===== config.mk =====
export PLATFORM = sky130hd
export DESIGN_NAME = registerFile_flat
export DESIGN_NICKNAME = d
export VERILOG_FILES = /design/src/isaPkg.sv /design/src/pipePkg.sv /design/src/laneResultIf.sv /design/src/registerFile.sv /design/src/flat_wrapper.sv
export SDC_FILE = /design/constraint.sdc
export NUM_CORES = 2
export LEC_CHECK = 0
export BUFFER_PORTS_ARGS = -buffer_cell sky130_fd_sc_hd__buf_2
export CELL_PAD_IN_SITES_DETAIL_PLACEMENT = 0
export CELL_PAD_IN_SITES_GLOBAL_PLACEMENT = 1
export CORE_ASPECT_RATIO = 0.6
export CORE_MARGIN = 2
export CORE_UTILIZATION = 50
export CTS_CLUSTER_DIAMETER = 150
export DETAILED_ROUTE_END_ITERATION = 7
export PLACE_DENSITY_LB_ADDON = 0.1
export SYNTH_ARGS = -nofsm -noshare
export SYNTH_HDL_FRONTEND = slang
export SYNTH_SLANG_ARGS = --single-unit

===== constraint.sdc =====
create_clock -name clk -period 2 [get_ports clk]
set_clock_uncertainty 0.05 [all_clocks]
set_input_delay 0 -clock clk [delete_from_list [all_inputs] [get_ports clk]]
set_output_delay 0 -clock clk [all_outputs]
set_load 0.05 [all_outputs]

===== src/isaPkg.sv =====
package isaPkg;

    // widths with a meaning in the instruction set
    typedef logic [31:0] word_t;
    typedef logic [4:0]  regIdx_t;
    typedef logic [5:0]  opcode_t;
    typedef logic [5:0]  funct_t;
    typedef logic [4:0]  shamt_t;
    typedef logic [15:0] imm_t;
    typedef logic [2:0]  aluOp_t;

    // field positions in an instruction word
    localparam int opcodeMsb = 31;
    localparam int rsLsb     = 21;
    localparam int rtLsb     = 16;
    localparam int rdLsb     = 11;
    localparam int shamtLsb  = 6;

    // supported opcodes
    localparam opcode_t opRType = 6'h00;
    localparam opcode_t opAddi  = 6'h08;
    localparam opcode_t opAndi  = 6'h0C;
    localparam opcode_t opOri   = 6'h0D;

    // R-type function codes
    localparam funct_t functAdd = 6'h20;
    localparam funct_t functSub = 6'h22;
    localparam funct_t functAnd = 6'h24;
    localparam funct_t functOr  = 6'h25;
    localparam funct_t functSlt = 6'h2A;
    localparam funct_t functSll = 6'h00;
    localparam funct_t functSrl = 6'h02;

    // ALU operations
    localparam aluOp_t aluAdd = 3'd0;
    localparam aluOp_t aluSub = 3'd1;
    localparam aluOp_t aluAnd = 3'd2;
    localparam aluOp_t aluOr  = 3'd3;
    localparam aluOp_t aluSlt = 3'd4;
    localparam aluOp_t aluSll = 3'd5;
    localparam aluOp_t aluSrl = 3'd6;

endpackage


===== src/pipePkg.sv =====
package pipePkg;

    // where an execute operand comes from
    typedef logic [1:0] fwdSel_t;

    localparam fwdSel_t fwdRegFile = 2'd0;
    localparam fwdSel_t fwdLane1   = 2'd1;
    localparam fwdSel_t fwdLane2   = 2'd2;

    // two lanes, each with two read ports and one write port
    localparam int laneCount = 2;
    localparam int regCount  = 32;

endpackage


===== src/laneResultIf.sv =====
interface laneResultIf;
    import isaPkg::*;

    logic    valid;
    logic    writeEn;
    regIdx_t dest;
    word_t   data;

    // producing lane
    modport result (output valid, output writeEn, output dest, output data);

    // register file and forwarding
    modport sink (input valid, input writeEn, input dest, input data);

endinterface


===== src/registerFile.sv =====
module registerFile (
    input  logic            clk,
    input  logic            arstN,
    input  logic            enable,
    input  isaPkg::regIdx_t readAddr [pipePkg::laneCount*2],
    output isaPkg::word_t   readData [pipePkg::laneCount*2],
    laneResultIf.sink       write1,
    laneResultIf.sink       write2
);
    import isaPkg::*;
    import pipePkg::*;

    // r0 has no storage
    word_t [regCount-1:1] regs;

    always_ff @(posedge clk or negedge arstN) begin
        if (!arstN) begin
            regs <= '0;
        end else if (enable) begin
            for (int i = 1; i < regCount; i++) begin
                // lane 2 is later in program order and wins
                if (write2.writeEn && write2.dest == regIdx_t'(i)) begin
                    regs[i] <= write2.data;
                end else if (write1.writeEn && write1.dest == regIdx_t'(i)) begin
                    regs[i] <= write1.data;
                end
            end
        end
    end

    // write-first bypass for the pair two back
    always_comb begin
        for (int p = 0; p < laneCount*2; p++) begin
            if (readAddr[p] == '0) begin
                readData[p] = '0;
            end else if (write2.writeEn && write2.dest == readAddr[p]) begin
                readData[p] = write2.data;
            end else if (write1.writeEn && write1.dest == readAddr[p]) begin
                readData[p] = write1.data;
            end else begin
                readData[p] = regs[readAddr[p]];
            end
        end
    end

    // frozen pipeline leaves the architectural state alone
    assert property (@(posedge clk) disable iff (!arstN)
        !enable |=> $stable(regs));

endmodule


===== src/flat_wrapper.sv =====
// flat-port wrapper written by rule: the top's interface ports become plain ports
module registerFile_flat import isaPkg::*; import pipePkg::*;
  (clk, arstN, enable, readAddr, readData, write1_valid, write1_writeEn, write1_dest, write1_data, write2_valid, write2_writeEn, write2_dest, write2_data);
  laneResultIf write1_i ();
  laneResultIf write2_i ();
  input  logic clk;
  input  logic arstN;
  input  logic enable;
  input  isaPkg::regIdx_t readAddr[pipePkg::laneCount*2];
  output isaPkg::word_t readData[pipePkg::laneCount*2];
  input wire logic [$bits(write1_i.valid)-1:0] write1_valid;
  input wire logic [$bits(write1_i.writeEn)-1:0] write1_writeEn;
  input wire logic [$bits(write1_i.dest)-1:0] write1_dest;
  input wire logic [$bits(write1_i.data)-1:0] write1_data;
  input wire logic [$bits(write2_i.valid)-1:0] write2_valid;
  input wire logic [$bits(write2_i.writeEn)-1:0] write2_writeEn;
  input wire logic [$bits(write2_i.dest)-1:0] write2_dest;
  input wire logic [$bits(write2_i.data)-1:0] write2_data;
  assign write1_i.valid = write1_valid;
  assign write1_i.writeEn = write1_writeEn;
  assign write1_i.dest = write1_dest;
  assign write1_i.data = write1_data;
  assign write2_i.valid = write2_valid;
  assign write2_i.writeEn = write2_writeEn;
  assign write2_i.dest = write2_dest;
  assign write2_i.data = write2_data;
  registerFile u_core (.clk(clk), .arstN(arstN), .enable(enable), .readAddr(readAddr), .readData(readData), .write1(write1_i), .write2(write2_i));
endmodule

# After elaboration in Yosys (flattened, before gate mapping)
# Index checks and enable logic that the tools add are counted.
[word_totals]
output_inout_bits = 128
in_bits = 101
regBits = 992
[classes]
reduce_logical = 136
muxes = 82
magnitude_cmp = 4
n_eq_ne = 70
[op_table]
columns = ["operator", "count"]
rows = [
  ["32-bit two-way mux", 78],
  ["32-bit binary-select mux with 5-bit select", 4],
  ["5-bit equality test, second input constant", 32],
  ["5-bit by 4-bit equality test with 1-bit output, second input constant", 16],
  ["1-bit logical AND", 70],
  ["2-bit AND reduction", 31],
  ["2-bit nonzero test", 31],
  ["5-bit by 3-bit equality test with 1-bit output, second input constant", 8],
  ["5-bit equality test", 8],
  ["5-bit by 6-bit less-than comparator with 1-bit output, second input constant", 4],
  ["5-bit by 2-bit equality test with 1-bit output, second input constant", 4],
  ["5-bit zero test", 4],
  ["5-bit by 1-bit equality test with 1-bit output, second input constant", 2],
]

# Depth between registers and ports, before layout
[depth]
word_depth = 5
depth_mapped = 9
mapped_depth_nobuf = 5

# Worst setup path after synthesis
# No wires, ideal clock.
[synth_path]
kind = "input-to-output"
from = "input port readAddr[7] in the netlist's numbering"
to = "output port readData[38] in the netlist's numbering"
required_time_ns = 1.950
t_arrival_ns = 2.823
path_slack_ns = -0.873
n_path_buf = 4
cell_stages = 8
path_cell_list = "clkbuf_1 > buf_2 > buf_4 > nand2_1 > clkbuf_1 > o22ai_1 > nor3_1 > o41ai_1"
[synth_rtl]
columns = ["element", "line", "source"]
rows = [
  ["start, declared", "flat_wrapper.sv:9", "input isaPkg::regIdx_t readAddr[pipePkg::laneCount*2];"],
  ["end, declared", "flat_wrapper.sv:10", "output isaPkg::word_t readData[pipePkg::laneCount*2];"],
]

==> impl_metrics.tcl <==
set metrics [dict create \
    status "complete, but fails checks" \
    violations "design-rule violations, negative setup slack" \
    first_pass_iters 8 \
    setup_slack_ns -1.17 \
    p_int_uw 55900 \
    finish.utilization_pct 68.8 \
    slew_violations 0 \
    layout-drive-gt1-share_pct 39.4 \
    drc_errors 11 \
    ant_nets 0 \
    synth_warnings 0 \
    clk_pin_slew_ns 0.06 \
    cts_tree "yes" \
    fin_crit_sh_pct 158 \
    core_area_um2 164000 \
    syn_area_per_cell_um2 9.92 \
    ys_types 61 \
    start_util_pct 50.3 \
    post_dp_cell_area_um2 103000 \
    place_inst 11300 \
    fin_crit_ns 3.17 \
    clockBufferDepth 3 \
    maxCapViolations 0 \
    max_freq_ghz 0.316 \
    crit_arrival_ns 3.12 \
    wl_per_cell_um 39.7 \
    maxUsedRoutingLayer "met5" \
    regMostFlops "u_core.regs" \
    dieHeight_um 318 \
    grt_pass1_vias 82000 \
    finalPower_uw 91900 \
    final_common_cell "mux2i_1" \
    p_comb_share_pct 41.8 \
    antenna_found_initial 23 \
    overflow 0 \
    pwr-share-clk_pct 25.1 \
    wl_met2_um 173000 \
    syn_area_um2 82200 \
    numClockSinks 992 \
    yosysSeqAreaShare_pct 30.2 \
    grt_max_degree 89 \
    gp_congestion 1.09 \
    post-dp-hpwl_um 334000 \
    powerDensity_nw_per_um2 816 \
    syn_inst 8284 \
    row_count 115 \
    critPathKind "flop to output pin" \
    seqPwrFrac_pct 33.1 \
    ir_worst_vdd_mv 0.805 \
    die_area_um2 168000 \
    p_sw_uw 36000 \
    slew-limit-headroom_pct 23.1 \
    tightest_slew_ns 1.15 \
    holdCritPathClass "input pin to flop" \
    fill_cells 12300 \
    swShare_pct 39.2 \
    clock-root-buffer "clkbuf_16" \
    design_area_um2 113000 \
    rsz0062_at_grt "true" \
    wl_met1_um 176000 \
    cp-end-kind "output pin" \
    drtIter0Drc 14900 \
    grt_pass1_wl_um 643000 \
    htreeDepth 3 \
    insertion_delay_ns 0.79 \
    layout.nets 9514 \
    cts_made_buffers 107 \
    finalSetupViolCount 128 \
    critical_path.max_fanout 4 \
    track_usage_pct 53.7 \
    crit_required_ns 1.95 \
    wl_met3_um 85600 \
    final_cell_mix "mux2i_1 (1,774), buf_4 (1,212), nand2_1 (942)" \
    via_per_inst 7.38 \
    ios 229 \
    async_flop_share_pct 100 \
    top_regs "u_core.regs: 992 flops" \
    layout.cells.non_filler 11700 \
    largest_reg_flops 992 \
    power.leakage_uw 0.0474 \
    worstSetupStartpointType "flop" \
    area_delta_synth_final_pct 36.9 \
    finalWirelength_um 464000 \
    port_buffers 226 \
    die_x_um 527 \
    synth_seq_cells 992 \
    vias 86200 \
    hold_violations 0 \
    synth-main-ff-cell "dfrtp_1" \
    synth_edf_count 0 \
    synthesis.nets 8385 \
]
[cell type report]
cell class	count	area, um^2	area share (%)
timing repair buffer	2091	22600	20.1
multi-input combinational	6216	58400	51.9
sequential	992	24900	22.1
antenna	12	30.0	0.0267
clock buffer	150	3120	2.77
tap	2164	2710	2.41
inverter	5	18.8	0.0167
clock inverter	51	774	0.688
[worst max-delay path, stage by stage (launching register included)]
cell and delay, ns:
dfrtp_1 0.41, buf_6 0.14, mux4_2 0.45, mux2_4 0.30, a211oi_4 0.51, buf_6 0.20
o41ai_4 0.13, buf_12 0.20
[logic make-up after synthesis]
kind of cell	synth area share [%]
muxes	40.2
DFF	30.2
and+or+nand+nor	8.00
AOI/OAI and AO/OA	15.4
buffers and inverters	5.77
xor gates and xnor gates	0.426
[timing repair]
item / CTS / global route
cloned: 0 / 0
gates resized for setup: 688 / 247
endpoints found under the hold margin: 1821 / 0
setup buffers: 110 / 42
hold buffers: 102 / 0
pin swaps: 263 / 124
endpoints found under the setup margin: 128 / 128
[per-layer routing]
layer,vias to the layer above,GRT usage (%)
met2,7821,68.2
met4,33,25.6
met5,-,3.89
met3,1768,31.5
met1,42800,71.3
li1,33800,-
[Yosys cell counts (108+ instances only)]
cell / count / area [um^2]
a32oi_1: 140 / 1230
buf_2: 278 / 1390
clkbuf_1: 662 / 2480
dfrtp_1: 992 / 24800
mux2_2: 449 / 5060
mux2i_1: 1780 / 17800
mux4_2: 453 / 10200
nand2_1: 958 / 3600
nor2b_1: 108 / 676
nor3_1: 230 / 1150
o21ai_0: 898 / 4490
o22ai_1: 390 / 2440
[power groups by stage]
stage	registers [uW]	logic [uW]	clock network, uW
2_1_floorplan	28300	18400	0
3_3_place_gp	29700	32500	0
3_5_place_dp	30000	33100	0
4_1_cts	29700	36100	22900
5_1_grt	30600	39800	23700
6_report	30400	38400	23100
[final timing paths]
kind	start	to	slack, ns	cells after the start
worst max-delay path	u_core.regs[447]	readData[95]	-1.17	7
worst min-delay path	write2_dest[2]	u_core.regs[600]	0.05	6
worst max register to register	u_core.regs[18]	u_core.regs[18]	0.91	5
worst min register to register	u_core.regs[561]	u_core.regs[561]	0.48	2
max in group asynchronous	arstN	u_core.regs[739]	0.59	6
min in group asynchronous	arstN	u_core.regs[958]	0.44	4
[per-stage QoR]
step	setup WS (ns)	hold slack [ns]	TNS [ns]
after floorplan	-0.284	-0.346	-13.66
after global placement	-1.07	-0.127	-87.82
after detailed placement	-1.05	-0.124	-81.63
after CTS	-1.10	0.0125	-97.24
after global routing	-1.11	0.0462	-101.98
final	-1.17	0.0492	-100.36
Note: power is estimated with default switching activity, not from simulation.
