**config.mk**
```make
export PLATFORM = sky130hd
export DESIGN_NAME = issueLane_flat
export DESIGN_NICKNAME = d
export VERILOG_FILES = /design/src/isaPkg.sv /design/src/pipePkg.sv /design/src/laneResultIf.sv /design/src/alu.sv /design/src/controlUnit.sv /design/src/issueLane.sv /design/src/flat_wrapper.sv
export SDC_FILE = /design/constraint.sdc
export NUM_CORES = 1
export LEC_CHECK = 0
export BUFFER_PORTS_ARGS = -buffer_cell sky130_fd_sc_hd__buf_2
export CORE_MARGIN = 4
export CORE_UTILIZATION = 40
export DETAILED_ROUTE_END_ITERATION = 8
export SYNTH_ARGS = -nofsm -noshare
export SYNTH_HDL_FRONTEND = slang
export SYNTH_SLANG_ARGS = --single-unit
```
**constraint.sdc**
```tcl
create_clock -name clk -period 12.4 [get_ports clk]
set_clock_uncertainty 0.15 [all_clocks]
set_input_delay 3.72 -clock clk [delete_from_list [all_inputs] [get_ports clk]]
set_output_delay 3.72 -clock clk [all_outputs]
set_load 0.01 [all_outputs]
```
**src/isaPkg.sv**
```systemverilog
package isaPkg;

    // widths with a meaning in the instruction set
    typedef logic [31:0] word_t;
    typedef logic [4:0]  regIdx_t;
    typedef logic [5:0]  opcode_t;
    typedef logic [5:0]  funct_t;
    typedef logic [4:0]  shamt_t;
    typedef logic [15:0] imm_t;
    typedef logic [2:0]  aluOp_t;

    // field positions in an instruction word
    localparam int opcodeMsb = 31;
    localparam int rsLsb     = 21;
    localparam int rtLsb     = 16;
    localparam int rdLsb     = 11;
    localparam int shamtLsb  = 6;

    // supported opcodes
    localparam opcode_t opRType = 6'h00;
    localparam opcode_t opAddi  = 6'h08;
    localparam opcode_t opAndi  = 6'h0C;
    localparam opcode_t opOri   = 6'h0D;

    // R-type function codes
    localparam funct_t functAdd = 6'h20;
    localparam funct_t functSub = 6'h22;
    localparam funct_t functAnd = 6'h24;
    localparam funct_t functOr  = 6'h25;
    localparam funct_t functSlt = 6'h2A;
    localparam funct_t functSll = 6'h00;
    localparam funct_t functSrl = 6'h02;

    // ALU operations
    localparam aluOp_t aluAdd = 3'd0;
    localparam aluOp_t aluSub = 3'd1;
    localparam aluOp_t aluAnd = 3'd2;
    localparam aluOp_t aluOr  = 3'd3;
    localparam aluOp_t aluSlt = 3'd4;
    localparam aluOp_t aluSll = 3'd5;
    localparam aluOp_t aluSrl = 3'd6;

endpackage

```
**src/pipePkg.sv**
```systemverilog
package pipePkg;

    // where an execute operand comes from
    typedef logic [1:0] fwdSel_t;

    localparam fwdSel_t fwdRegFile = 2'd0;
    localparam fwdSel_t fwdLane1   = 2'd1;
    localparam fwdSel_t fwdLane2   = 2'd2;

    // two lanes, each with two read ports and one write port
    localparam int laneCount = 2;
    localparam int regCount  = 32;

endpackage

```
**src/laneResultIf.sv**
```systemverilog
interface laneResultIf;
    import isaPkg::*;

    logic    valid;
    logic    writeEn;
    regIdx_t dest;
    word_t   data;

    // producing lane
    modport result (output valid, output writeEn, output dest, output data);

    // register file and forwarding
    modport sink (input valid, input writeEn, input dest, input data);

endinterface

```
**src/alu.sv**
```systemverilog
module alu (
    input  isaPkg::word_t  operandA,
    input  isaPkg::word_t  operandB,
    input  isaPkg::shamt_t shamt,
    input  isaPkg::aluOp_t aluOp,
    output isaPkg::word_t  result
);
    import isaPkg::*;

    logic lessThan;

    // signed compare for slt
    assign lessThan = $signed(operandA) < $signed(operandB);

    always_comb begin
        case (aluOp)
            aluAdd: begin
                result = operandA + operandB;
            end
            aluSub: begin
                result = operandA - operandB;
            end
            aluAnd: begin
                result = operandA & operandB;
            end
            aluOr: begin
                result = operandA | operandB;
            end
            aluSlt: begin
                result = word_t'(lessThan);
            end
            // shifts work on the rt operand
            aluSll: begin
                result = operandB << shamt;
            end
            aluSrl: begin
                result = operandB >> shamt;
            end
            default: begin
                result = '0;
            end
        endcase
    end

endmodule

```
**src/controlUnit.sv**
```systemverilog
module controlUnit (
    input  isaPkg::opcode_t opcode,
    input  isaPkg::funct_t  funct,
    output isaPkg::aluOp_t  aluOp,
    output logic            useImm,
    output logic            destIsRt,
    output logic            regWrite
);
    import isaPkg::*;

    always_comb begin
        aluOp    = aluAdd;
        useImm   = 1'b0;
        destIsRt = 1'b0;
        regWrite = 1'b0;
        case (opcode)
            opRType: begin
                regWrite = 1'b1;
                case (funct)
                    functAdd: aluOp = aluAdd;
                    functSub: aluOp = aluSub;
                    functAnd: aluOp = aluAnd;
                    functOr:  aluOp = aluOr;
                    functSlt: aluOp = aluSlt;
                    functSll: aluOp = aluSll;
                    functSrl: aluOp = aluSrl;
                    // unknown function passes through as a no-write
                    default:  regWrite = 1'b0;
                endcase
            end
            opAddi: begin
                aluOp    = aluAdd;
                useImm   = 1'b1;
                destIsRt = 1'b1;
                regWrite = 1'b1;
            end
            opAndi: begin
                aluOp    = aluAnd;
                useImm   = 1'b1;
                destIsRt = 1'b1;
                regWrite = 1'b1;
            end
            opOri: begin
                aluOp    = aluOr;
                useImm   = 1'b1;
                destIsRt = 1'b1;
                regWrite = 1'b1;
            end
            default: regWrite = 1'b0;
        endcase
    end

endmodule

```
**src/issueLane.sv**
```systemverilog
module issueLane (
    input  logic            clk,
    input  logic            arstN,
    input  logic            enable,
    input  logic            issueValid,
    input  isaPkg::word_t   instr,
    output isaPkg::regIdx_t rsAddr,
    output isaPkg::regIdx_t rtAddr,
    input  isaPkg::word_t   rsData,
    input  isaPkg::word_t   rtData,
    laneResultIf.sink       peer1,
    laneResultIf.sink       peer2,
    laneResultIf.result     result
);
    import isaPkg::*;
    import pipePkg::*;

    // decode stage
    logic    decValid;
    word_t   decInstr;
    opcode_t decOpcode;
    funct_t  decFunct;
    regIdx_t decRd;
    imm_t    decImm;
    word_t   decImmExt;
    aluOp_t  decAluOp;
    logic    decUseImm;
    logic    decDestIsRt;
    logic    decRegWrite;

    // execute stage
    logic    exValid;
    logic    exRegWrite;
    aluOp_t  exAluOp;
    logic    exUseImm;
    regIdx_t exRs;
    regIdx_t exRt;
    regIdx_t exDest;
    shamt_t  exShamt;
    word_t   exRsData;
    word_t   exRtData;
    word_t   exImm;
    fwdSel_t fwdA;
    fwdSel_t fwdB;
    word_t   operandA;
    word_t   rtOperand;
    word_t   operandB;
    word_t   aluResult;

    // lane 2 of the previous pair is newer than lane 1
    function automatic fwdSel_t pickSource(
        input regIdx_t addr,
        input logic    writeEn1,
        input regIdx_t dest1,
        input logic    writeEn2,
        input regIdx_t dest2
    );
        if (writeEn2 && dest2 == addr) begin
            return fwdLane2;
        end
        if (writeEn1 && dest1 == addr) begin
            return fwdLane1;
        end
        return fwdRegFile;
    endfunction

    function automatic word_t selectOperand(
        input fwdSel_t sel,
        input word_t   regVal,
        input word_t   lane1Val,
        input word_t   lane2Val
    );
        case (sel)
            fwdLane1: return lane1Val;
            fwdLane2: return lane2Val;
            default:  return regVal;
        endcase
    endfunction

    assign decOpcode = decInstr[opcodeMsb -: $bits(opcode_t)];
    assign decFunct  = decInstr[$bits(funct_t)-1:0];
    assign rsAddr    = decInstr[rsLsb +: $bits(regIdx_t)];
    assign rtAddr    = decInstr[rtLsb +: $bits(regIdx_t)];
    assign decRd     = decInstr[rdLsb +: $bits(regIdx_t)];
    assign decImm    = decInstr[$bits(imm_t)-1:0];
    assign decImmExt = {{($bits(word_t) - $bits(imm_t)){decImm[$bits(imm_t)-1]}}, decImm};

    controlUnit controlUnit_inst (
        .opcode   (decOpcode),
        .funct    (decFunct),
        .aluOp    (decAluOp),
        .useImm   (decUseImm),
        .destIsRt (decDestIsRt),
        .regWrite (decRegWrite)
    );

    // operands of the previous pair come straight from writeback
    assign fwdA = pickSource(exRs, peer1.writeEn, peer1.dest, peer2.writeEn, peer2.dest);
    assign fwdB = pickSource(exRt, peer1.writeEn, peer1.dest, peer2.writeEn, peer2.dest);
    assign operandA  = selectOperand(fwdA, exRsData, peer1.data, peer2.data);
    assign rtOperand = selectOperand(fwdB, exRtData, peer1.data, peer2.data);
    assign operandB  = exUseImm ? exImm : rtOperand;

    alu alu_inst (
        .operandA (operandA),
        .operandB (operandB),
        .shamt    (exShamt),
        .aluOp    (exAluOp),
        .result   (aluResult)
    );

    // stage valids and write enables
    always_ff @(posedge clk or negedge arstN) begin
        if (!arstN) begin
            decValid       <= 1'b0;
            exValid        <= 1'b0;
            exRegWrite     <= 1'b0;
            result.valid   <= 1'b0;
            result.writeEn <= 1'b0;
        end else if (enable) begin
            decValid       <= issueValid;
            exValid        <= decValid;
            exRegWrite     <= decRegWrite;
            result.valid   <= exValid;
            result.writeEn <= exValid && exRegWrite && (exDest != '0);
        end
    end

    // instruction, operands and result
    always_ff @(posedge clk) begin
        if (enable) begin
            decInstr    <= instr;
            exAluOp     <= decAluOp;
            exUseImm    <= decUseImm;
            exRs        <= rsAddr;
            exRt        <= rtAddr;
            exDest      <= decDestIsRt ? rtAddr : decRd;
            exShamt     <= decInstr[shamtLsb +: $bits(shamt_t)];
            exRsData    <= rsData;
            exRtData    <= rtData;
            exImm       <= decImmExt;
            result.dest <= exDest;
            result.data <= aluResult;
        end
    end

    // r0 is never written, and only a valid slot writes
    assert property (@(posedge clk) disable iff (!arstN)
        result.writeEn |-> result.valid && (result.dest != '0));

endmodule

```
**src/flat_wrapper.sv**
```systemverilog
// flat-port wrapper written by rule: the top's interface ports become plain ports
module issueLane_flat import isaPkg::*; import pipePkg::*;
  (clk, arstN, enable, issueValid, instr, rsAddr, rtAddr, rsData, rtData, peer1_valid, peer1_writeEn, peer1_dest, peer1_data, peer2_valid, peer2_writeEn, peer2_dest, peer2_data, result_valid, result_writeEn, result_dest, result_data);
  laneResultIf peer1_i ();
  laneResultIf peer2_i ();
  laneResultIf result_i ();
  input  logic clk;
  input  logic arstN;
  input  logic enable;
  input  logic issueValid;
  input  isaPkg::word_t instr;
  output isaPkg::regIdx_t rsAddr;
  output isaPkg::regIdx_t rtAddr;
  input  isaPkg::word_t rsData;
  input  isaPkg::word_t rtData;
  input wire logic [$bits(peer1_i.valid)-1:0] peer1_valid;
  input wire logic [$bits(peer1_i.writeEn)-1:0] peer1_writeEn;
  input wire logic [$bits(peer1_i.dest)-1:0] peer1_dest;
  input wire logic [$bits(peer1_i.data)-1:0] peer1_data;
  input wire logic [$bits(peer2_i.valid)-1:0] peer2_valid;
  input wire logic [$bits(peer2_i.writeEn)-1:0] peer2_writeEn;
  input wire logic [$bits(peer2_i.dest)-1:0] peer2_dest;
  input wire logic [$bits(peer2_i.data)-1:0] peer2_data;
  output wire logic [$bits(result_i.valid)-1:0] result_valid;
  output wire logic [$bits(result_i.writeEn)-1:0] result_writeEn;
  output wire logic [$bits(result_i.dest)-1:0] result_dest;
  output wire logic [$bits(result_i.data)-1:0] result_data;
  assign peer1_i.valid = peer1_valid;
  assign peer1_i.writeEn = peer1_writeEn;
  assign peer1_i.dest = peer1_dest;
  assign peer1_i.data = peer1_data;
  assign peer2_i.valid = peer2_valid;
  assign peer2_i.writeEn = peer2_writeEn;
  assign peer2_i.dest = peer2_dest;
  assign peer2_i.data = peer2_data;
  assign result_valid = result_i.valid;
  assign result_writeEn = result_i.writeEn;
  assign result_dest = result_i.dest;
  assign result_data = result_i.data;
  issueLane u_core (.clk(clk), .arstN(arstN), .enable(enable), .issueValid(issueValid), .instr(instr), .rsAddr(rsAddr), .rtAddr(rtAddr), .rsData(rsData), .rtData(rtData), .peer1(peer1_i), .peer2(peer2_i), .result(result_i));
endmodule
```
Yosys cells after proc, flatten, opt, wreduce, memory -nomap -nowiden
Cells that the tools add are included.
- shifts and indexed selects: 2
- order comparisons: 1
- muxes and demuxes: 24
- reduce and logical (&&, ||, !) cells: 12
- add/subtract/negate cells: 2
- eq/ne operators: 23
- bitwise logic cells: 2
- operators with widths (cell ; number):
    $pmux 32 s7 ; 1
    $pmux 32 s2 ; 2
    $add 32x32->32 ; 1
    $and 32x32->32 ; 1
    $lt 32x32->1 ; 1
    $mux 32 ; 1
    $or 32x32->32 ; 1
    $shl 32x5->32 ; 1
    $shr 32x5->32 ; 1
    $sub 32x32->32 ; 1
    $eq 6x6->1 const B ; 5
    $eq 5x5->1 ; 4
    $eq 6x4->1 const B ; 3
    $pmux 3 s6 ; 1
    $mux 2 ; 8
    $logic_not 6->1 ; 2
    $eq 3x3->1 const B ; 3
    $pmux 3 s3 ; 1
    $mux 1 ; 8
    $reduce_or 7->1 ; 1
    $eq 3x2->1 const B ; 2
    $eq 6x2->1 const B ; 1
    $logic_and 1x1->1 ; 6
    $mux 5 ; 1
    other kinds (7) ; 9
- logic and storage cells: 83
- input port bits: 178
- output and inout port bits: 49
- bits in registers: 178

Longest topological paths before layout
Gate-level depths: netlist (run 1).
- depth in word-level cells: 11
- gate-level depth with buffers: 20
- gate-level depth less buffers: 18

Hierarchy
Synthesis (run 1) repeated with hierarchy kept, for this count alone.
- cell total of the unflattened synthesis: 1749
- area, all modules: 16086.7 um^2
- by module, submodules not included (module ; cells each ; instances ; sequential area each (um^2) ; area each (um^2)):
    alu ; 1153 ; 1 ; 0.0 ; 8136.6
    issueLane ; 570 ; 1 ; 5170.0 ; 7758.7
    controlUnit ; 26 ; 1 ; 0.0 ; 191.4

Least setup slack after synthesis (run 1)
OpenSTA, ideal clock, no wires.
- path kind: input to register
- from: input peer1_dest[2]
- to: register u_core.result.data[29], data pin
- setup slack: 4.114 ns
- stages: 18
- data required time: 11.989 ns
- path buffers: 3
- arrival: 7.876 ns
- setup time: 0.261 ns
- cell sequence: xor2_1 > nor4_1 > and3_1 > clkbuf_1 > buf_1 > mux2i_1 > o21ai_0 > ha_1 > buf_6 > or3_1 > or3_1 > a211o_1 > a211o_1 > and2_4 > o31ai_4 > a21oi_1 > xor2_1 > a221o_1
- word-level cells in the longest chain between the ends: 11
- elaborated cells on any way between the ends: 28
- those cells by class: add/sub (2); eq/ne (6); shift (2); mux (14); bitwise (2); reduce/logical (2)
- RTL lines (item ; RTL line ; source):
    from (decl) ; flat_wrapper.sv:18 ; input wire logic [$bits(peer1_i.dest)-1:0] peer1_dest;
    $eq 5x5->1 ; issueLane.sv:61 ; if (writeEn1 && dest1 == addr) begin
    $logic_and 1x1->1 ; issueLane.sv:61 ;
    $mux 1 (2 in a row) ; issueLane.sv:61 ;
    $mux 2 ; issueLane.sv:64 ; return fwdRegFile;
    $mux 2 ; issueLane.sv:61 ;
    $eq 2x2->1 / $eq 2x1->1 (equally long branches) ; issueLane.sv:73 ; case (sel)
    $pmux 32 s2 ; issueLane.sv:73 ;
    $mux 32 ; issueLane.sv:102 ; assign operandB = exUseImm ? exImm : rtOperand;
    $sub 32x32->32 (tied with other cells) ; alu.sv:21 ; result = operandA - operandB;
    $pmux 32 s7 * ; alu.sv:16 ; case (aluOp)
    via u_core.aluResult[29] ; issueLane.sv:48 ; word_t aluResult;
    to (signal assigned) ; issueLane.sv:143 ; result.data <= aluResult;
    to (decl) ; laneResultIf.sv:10 ; modport result (output valid, output writeEn, output dest, output data);
Mark *: on every way through the listed nets, which the timed path passes. The rest lies on a longest branch. The select of a mux whose other input is x is not followed.
A chain may end at the register's enable or synchronous reset.

Worst setup path in the final report (run 1)
- from: input peer2_dest[3]
- to: register u_core.result.data[30], data pin
- word-level cells in the longest chain between the ends: 9
- elaborated cells on any way between the ends: 22
- those cells by class: add/sub (2); eq/ne (6); shift (2); mux (8); bitwise (2); reduce/logical (2)
- RTL lines (item ; RTL line ; source):
    from (decl) ; flat_wrapper.sv:22 ; input wire logic [$bits(peer2_i.dest)-1:0] peer2_dest;
    $eq 5x5->1 ; issueLane.sv:58 ; if (writeEn2 && dest2 == addr) begin
    $logic_and 1x1->1 ; issueLane.sv:58 ;
    $mux 1 ; issueLane.sv:58 ;
    $mux 2 ; issueLane.sv:61 ;
    $eq 2x2->1 / $eq 2x1->1 (equally long branches) ; issueLane.sv:73 ;
    $pmux 32 s2 ; issueLane.sv:73 ;
    $mux 32 ; issueLane.sv:102 ;
    $sub 32x32->32 (tied with other cells) ; alu.sv:21 ;
    $pmux 32 s7 * ; alu.sv:16 ;
    via u_core.aluResult[30] ; issueLane.sv:48 ;
Mark *: on every way through the listed nets, which the timed path passes. The rest lies on a longest branch.

==> results of run 1 <==
sequential cells by signal (all words and copies together) (netlist names):
register,cells
u_core.exDest,5
u_core.exRt,5
u_core.result.dest,5
u_core.exRegWrite,1
u_core.exUseImm,1
u_core.exValid,1
u_core.result.valid,1
u_core.exAluOp,3
u_core.decInstr,32
u_core.result.data,32
u_core.exImm,16
u_core.exRs,5
u_core.decValid,1
u_core.exRsData,32
u_core.result.writeEn,1
u_core.exRtData,32
cell usage after synthesis, types with 34 or more instances:
master / number / share of area (%)
xnor2_1: 38 / 2.1
nand3_1: 52 / 1.6
nor2_1: 120 / 2.8
a211oi_1: 34 / 1.6
a31oi_1: 45 / 1.7
nand2_1: 189 / 4.4
edfxtp_1: 168 / 31
o21ai_0: 143 / 4.4
mux2i_1: 92 / 5.7
inv_1: 103 / 2.4
a21oi_1: 102 / 3.2
ha_1: 99 / 7.7
clkbuf_1: 85 / 2.0
nor3_1: 64 / 2.0
path summary, 6_finish.rpt:
kind / start / end / slack [ns] / cells past startpoint
min in group asynchronous: arstN / u_core.result.valid / 2.89 / 1
min reg2reg: u_core.decInstr[6] / u_core.exImm[6] / 0.27 / 0
max: peer2_dest[3] / u_core.result.data[30] / 2.90 / 19
min: u_core.decInstr[6] / u_core.exImm[6] / 0.27 / 0
max in group asynchronous: arstN / u_core.decValid / 9.08 / 1
max reg2reg: u_core.exRt[3] / u_core.result.data[30] / 5.78 / 18
routing by layer:
metal  track usage (%)  share of wire (%)
met5                 0              0.064
met4              12.0                4.3
met2              46.0                 43
met3              8.38                 11
met1              42.7                 41
power by group through the flow:
| stage | Sequential (uW) | Combinational, uW | Clock [uW] |
|---|---|---|---|
| after CTS | 734 | 881 | 568 |
| after global routing | 739 | 963 | 588 |
| after floorplan | 750 | 542 | 0 |
| final | 733 | 913 | 554 |
| after global placement | 745 | 878 | 0 |
| after detailed placement | 747 | 877 | 0 |
area by class of cell:
type                            instances  area (um2)
Fill cell                            4028       21700
Multi-Input combinational cell       1412        9880
Sequential cell                       173        5170
Timing Repair Buffer                  266        1440
Tap cell                              525         657
Clock buffer                           17         425
Inverter                              107         402
Clock inverter                         15         173
Antenna cell                            1        2.50
logic make-up (layout without fill, tap and decap cells):
family                     Yosys count  after routing  synth area share, %
other                                0              1                    0
xor gates and xnor gates            53             53                 2.87
DFF                                173            173                 32.0
adders and majority gates          101            101                 7.91
AOI/OAI and AO/OA                  610            610                 25.8
buffers and inverters              247            405                 6.85
muxes                              126            126                 9.52
and+or+nand+nor                    522            522                 15.0
metrics by stage:
stage	instance area (um2)	total power, uW	hold slack, ns	std cells	worst slack, ns
after global routing	18200	2290	0.290	2515	2.73
after global placement	17600	1620	0.256	2483	2.67
after detailed placement	17600	1620	0.257	2483	2.60
after floorplan	16200	1290	0.250	1832	4.11
after CTS	18200	2180	0.275	2515	3.13
final	18200	2200	0.273	2516	2.90
==> out/qor.yml, run 1 <==
p_sw_uw: 914
worstMarginPinSlew_ns: 1.22
cts_made_buffers: 17
fin_setup_tns_ns: 0
die_x_um: 209
drv_cap: 0
place_congestion: 1.04
final_common_cell: "buf_2"
grt_overflow_total: 0
synth_area_per_cell_um2: 8.82
post_drt_wl_per_cell_um: 27.8
die_area_um2: 43700
worstPathMaxFanout: 45
syn_nets: 2111
grt_usage_pct: 30.8
min_path_type: "reg2reg"
drt_iter0_drc: 2139
post-route-period-util_pct: 76.6
synth_edf_count: 168
clock_power_share_pct: 25.2
ys_async_sr_fraction_pct: 2.89
status: "completed"
cp.arrival_ns: 9.59
finalSetupViolCount: 0
clk_path_buf_depth: 2
vias: 16246
drc_errors: 0
intPower_uw: 1290
wl_um: 69900
yosys_warnings: 0
holdBufCountCts: 0
area_growth_pct: 12.4
dpl.hpwl_um: 54500
max_freq_mhz: 105
synth_seq_area_share_pct: 32.0
clk_pin_slew_worst_paths_ns: 0.08
max_stage_delay_ns: 0.89
cellLeakagePower_uw: 0.00713
post_cts_buffers: 0
num_rows: 73
grt_max_degree: 95
clock_sinks: 173
layout-drive-gt1-share_pct: 19.2
min_period_ns: 9.50
required_ns: 12.49
pwr-share-seq_pct: 33.3
hold_violations: 0
powerDensity_nw_per_um2: 121
core_area_um2: 39800
cts-root-buf: "clkbuf_16"
final_cell_mix: "223 x buf_2, 189 x nand2_1, 168 x edfxtp_1, 143 x o21ai_0, 120 x nor2_1"
power_frac_comb_pct: 41.5
crit_path_top_delay_cell: "a311oi_1"
cts.repair.resized: 0
initial_core_util_pct: 40.6
antenna_found_initial: 4
portBuffers: 224
crit_family: "compound AO/OA/AOI/OAI gates"
io-pin-count: 227
grt_pass1_wl_um: 102000
synth_seq_cells: 173
vdd_ir_drop_max_mv: 0.120
rsz0062_at_grt: "no"
cp_num_buf_inv: 2
synth_flop_cell: "edfxtp_1"
tritoncts: "built"
cp-start-kind: "input pin"
grt_pass1_vias: 15218
viasPerCell: 6.46
syn_inst: 1832
syn_area_um2: 16200
worst_setup_path_end_kind: "flip-flop"
cpMostUsedCell: "nor2_1"
final_nets: 2256
slew_headroom_pct: 17.5
critPathKind: "in2reg"
crit_path_cell_trace: "buf_2 > xnor2_1 > and4_1 > nand2_4 > a311oi_1 > nor2_1 > inv_1 > ha_1 > fa_1 > nor2_1 > o221ai_1 > a21oi_1 > a2111oi_2 > nor3_1 > o21ai_0 > nand2_1 > a211oi_1 > xor2_1 > a221o_1"
ant_nets: 0
worstSkewPairLatency_ns: 0.48
slew_viol_final: 0
die_y_um: 209
h-tree-depth: 4
final_core_util_pct: 45.6
firstDrtPassIters: 8
sw_frac_of_total_pct: 41.5
synth_cell_type_count: 95
No activity file was read; power rests on OpenSTA's default activity.
==> inputs of run 2 (changes only) <==
==> constraint.sdc (replaced) <==
create_clock -name clk -period 7.7 [get_ports clk]
set_clock_uncertainty 0.15 [all_clocks]
set_input_delay 2.31 -clock clk [delete_from_list [all_inputs] [get_ports clk]]
set_output_delay 2.31 -clock clk [all_outputs]
set_load 0.01 [all_outputs]
==> run 2 against run 1 <==
Flip-flop and latch count is the same; non-clock buffer count grew 129; clock power grew 72%; sequential power grew 61%; critical path type unchanged; first-iteration DRC count shrank 8.0%; final cell count grew 5.1%; count of clock-buffer cells in the layout is the same; die area is the same; via count grew 2.2%; core utilization grew 2.7 points; register-to-register slack lost 3.9 ns; highest routed layer is now met4.
==> out/qor.yml, run 2 (same netlist as run 1, synthesis figures left out) <==
crit_path_top_delay_cell: "o21ai_0"
cp.arrival_ns: 7.33
whs_path_depth: 0
io-pin-count: 227
intPower_uw: 2240
ant_nets: 0
layout-drive-gt1-share_pct: 24.2
p_sw_uw: 1500
grt_overflow_total: 0
cp-start-kind: "input pin"
power_uw: 3740
post-route-period-util_pct: 94.9
crit_path_cell_trace: "buf_2 > xor2_1 > nor4_1 > and3_2 > mux2i_1 > o21ai_0 > inv_1 > ha_1 > fa_1 > nor2_1 > o221ai_1 > a21oi_1 > a2111oi_2 > buf_4 > nor3_1 > o21ai_0 > buf_4 > buf_4 > a211oi_1 > o21ai_0 > a221oi_1 > o41ai_1"
min_to: "u_core.exImm[9]"
die_y_um: 209
crit_family: "compound AO/OA/AOI/OAI gates"
fillCellCount: 3876
clock_power_share_pct: 25.4
grt_pass1_vias: 15999
dpl.hpwl_um: 57400
cellLeakagePower_uw: 0.00780
viasPerCell: 6.28
r2r_start: "u_core.exRs[2]"
cts-root-buf: "clkbuf_16"
status: "completed"
slew_headroom_pct: 19.5
final_common_cell: "buf_2"
power_frac_comb_pct: 43.0
clk_path_buf_depth: 2
worstMarginPinSlew_ns: 1.20
rsz0062_at_grt: "no"
grt_max_degree: 76
r2r_cells: 21
min_from: "u_core.decInstr[9]"
die_x_um: 209
max_freq_mhz: 137
vdd_ir_drop_max_mv: 0.184
tritoncts: "built"
post_cts_buffers: 0
powerDensity_nw_per_um2: 195
final_cell_mix: "223 x buf_2, 189 x nand2_1, 168 x edfxtp_1, 167 x buf_4, 143 x o21ai_0"
area_growth_pct: 19.0
r2r-end: "u_core.result.data[0]"
slew_viol_final: 0
required_ns: 7.73
place_congestion: 1.02
grt_usage_pct: 31.8
drv_cap: 0
h-tree-depth: 4
cts.repair.resized: 0
multi_input_area_um2: 9900
initial_core_util_pct: 40.6
hold_ws_ns: 0.268
cp_num_buf_inv: 5
reg2reg_slack_ns: 1.91
critPathKind: "in2reg"
hold_violations: 0
clk_pin_slew_worst_paths_ns: 0.07
finalSetupViolCount: 0
die_area_um2: 43700
sw_frac_of_total_pct: 40.0
worstSkewPairLatency_ns: 0.49
core_area_um2: 39800
post_drt_wl_per_cell_um: 27.2
firstDrtPassIters: 6
min_path_type: "reg2reg"
drt_iter0_drc: 1968
layout.area.seq_um2: 5170
drc_errors: 0
portBuffers: 224
final_nets: 2385
holdBufCountCts: 0
worstPathMaxFanout: 2
vias: 16609
num_rows: 73
min_period_ns: 7.30
antenna_found_initial: 1
final_core_util_pct: 48.3
wl_um: 71900
grt_pass1_wl_um: 105000
clock_sinks: 173
worst_setup_path_end_kind: "flip-flop"
pwr-share-seq_pct: 31.5
fin_setup_tns_ns: 0
cts_made_buffers: 17
max_stage_delay_ns: 0.51
run 2: cell count changes in the layout (fill, tap and decap cells not counted):
cell        delta
inv_8          -1
inv_6          +1
nor4_1         -1
clkinvlp_4     -2
nor3_2         +1
buf_4        +125
nor3_1         -1
buf_12         +4
bufinv_16      +2
nor4_2         +1
run 2: metrics by stage:
| step | setup slack, ns | cells | area (um2) |
|---|---|---|---|
| after floorplan | 0.824 | 1832 | 16200 |
| after global placement | 0.0764 | 2612 | 18600 |
| after detailed placement | 0.0292 | 2612 | 18600 |
| after CTS | 0.528 | 2644 | 19200 |
| after global routing | 0.105 | 2644 | 19200 |
| final | 0.396 | 2645 | 19200 |
run 2: worst max-delay path by stage:
stage	slack [ns]	startpoint	end	cells past startpoint
floorplan	0.82	peer1_dest[2]	u_core.result.data[29]	18
global placement	0.08	peer1_dest[4]	u_core.result.data[30]	23
detailed placement	0.03	peer1_dest[2]	u_core.result.data[30]	22
CTS	0.53	peer1_dest[4]	u_core.result.data[30]	22
global route	0.11	peer1_dest[2]	u_core.result.data[0]	22
finish	0.40	peer1_dest[2]	u_core.result.data[0]	22
run 2: per-layer routing:
layer	routed length (um)	GRT usage, %	share of wire [%]
met2	31200	48.6	43
met5	0	0	0
met3	7310	8.03	10
met4	3350	12.6	4.7
met1	30000	43.5	42
run 2: final cells by class:
type / count / share of cell area, %
inverters: 107 / 2.09
repair buffers: 395 / 12.8
flip-flops and latches: 173 / 26.9
well taps: 525 / 3.42
clock buffers: 17 / 2.21
clock inverters: 15 / 1.12
multi-input cells: 1412 / 51.5
diodes: 1 / 0.0130
run 2: power by group through the flow:
stage               sequential [uW]  combinational, uW  clock (uW)
floorplan                      1210                872           0
global placement               1200               1550           0
detailed placement             1200               1560           0
CTS                            1180               1560         972
global route                   1190               1700        1010
finish                         1180               1610         952
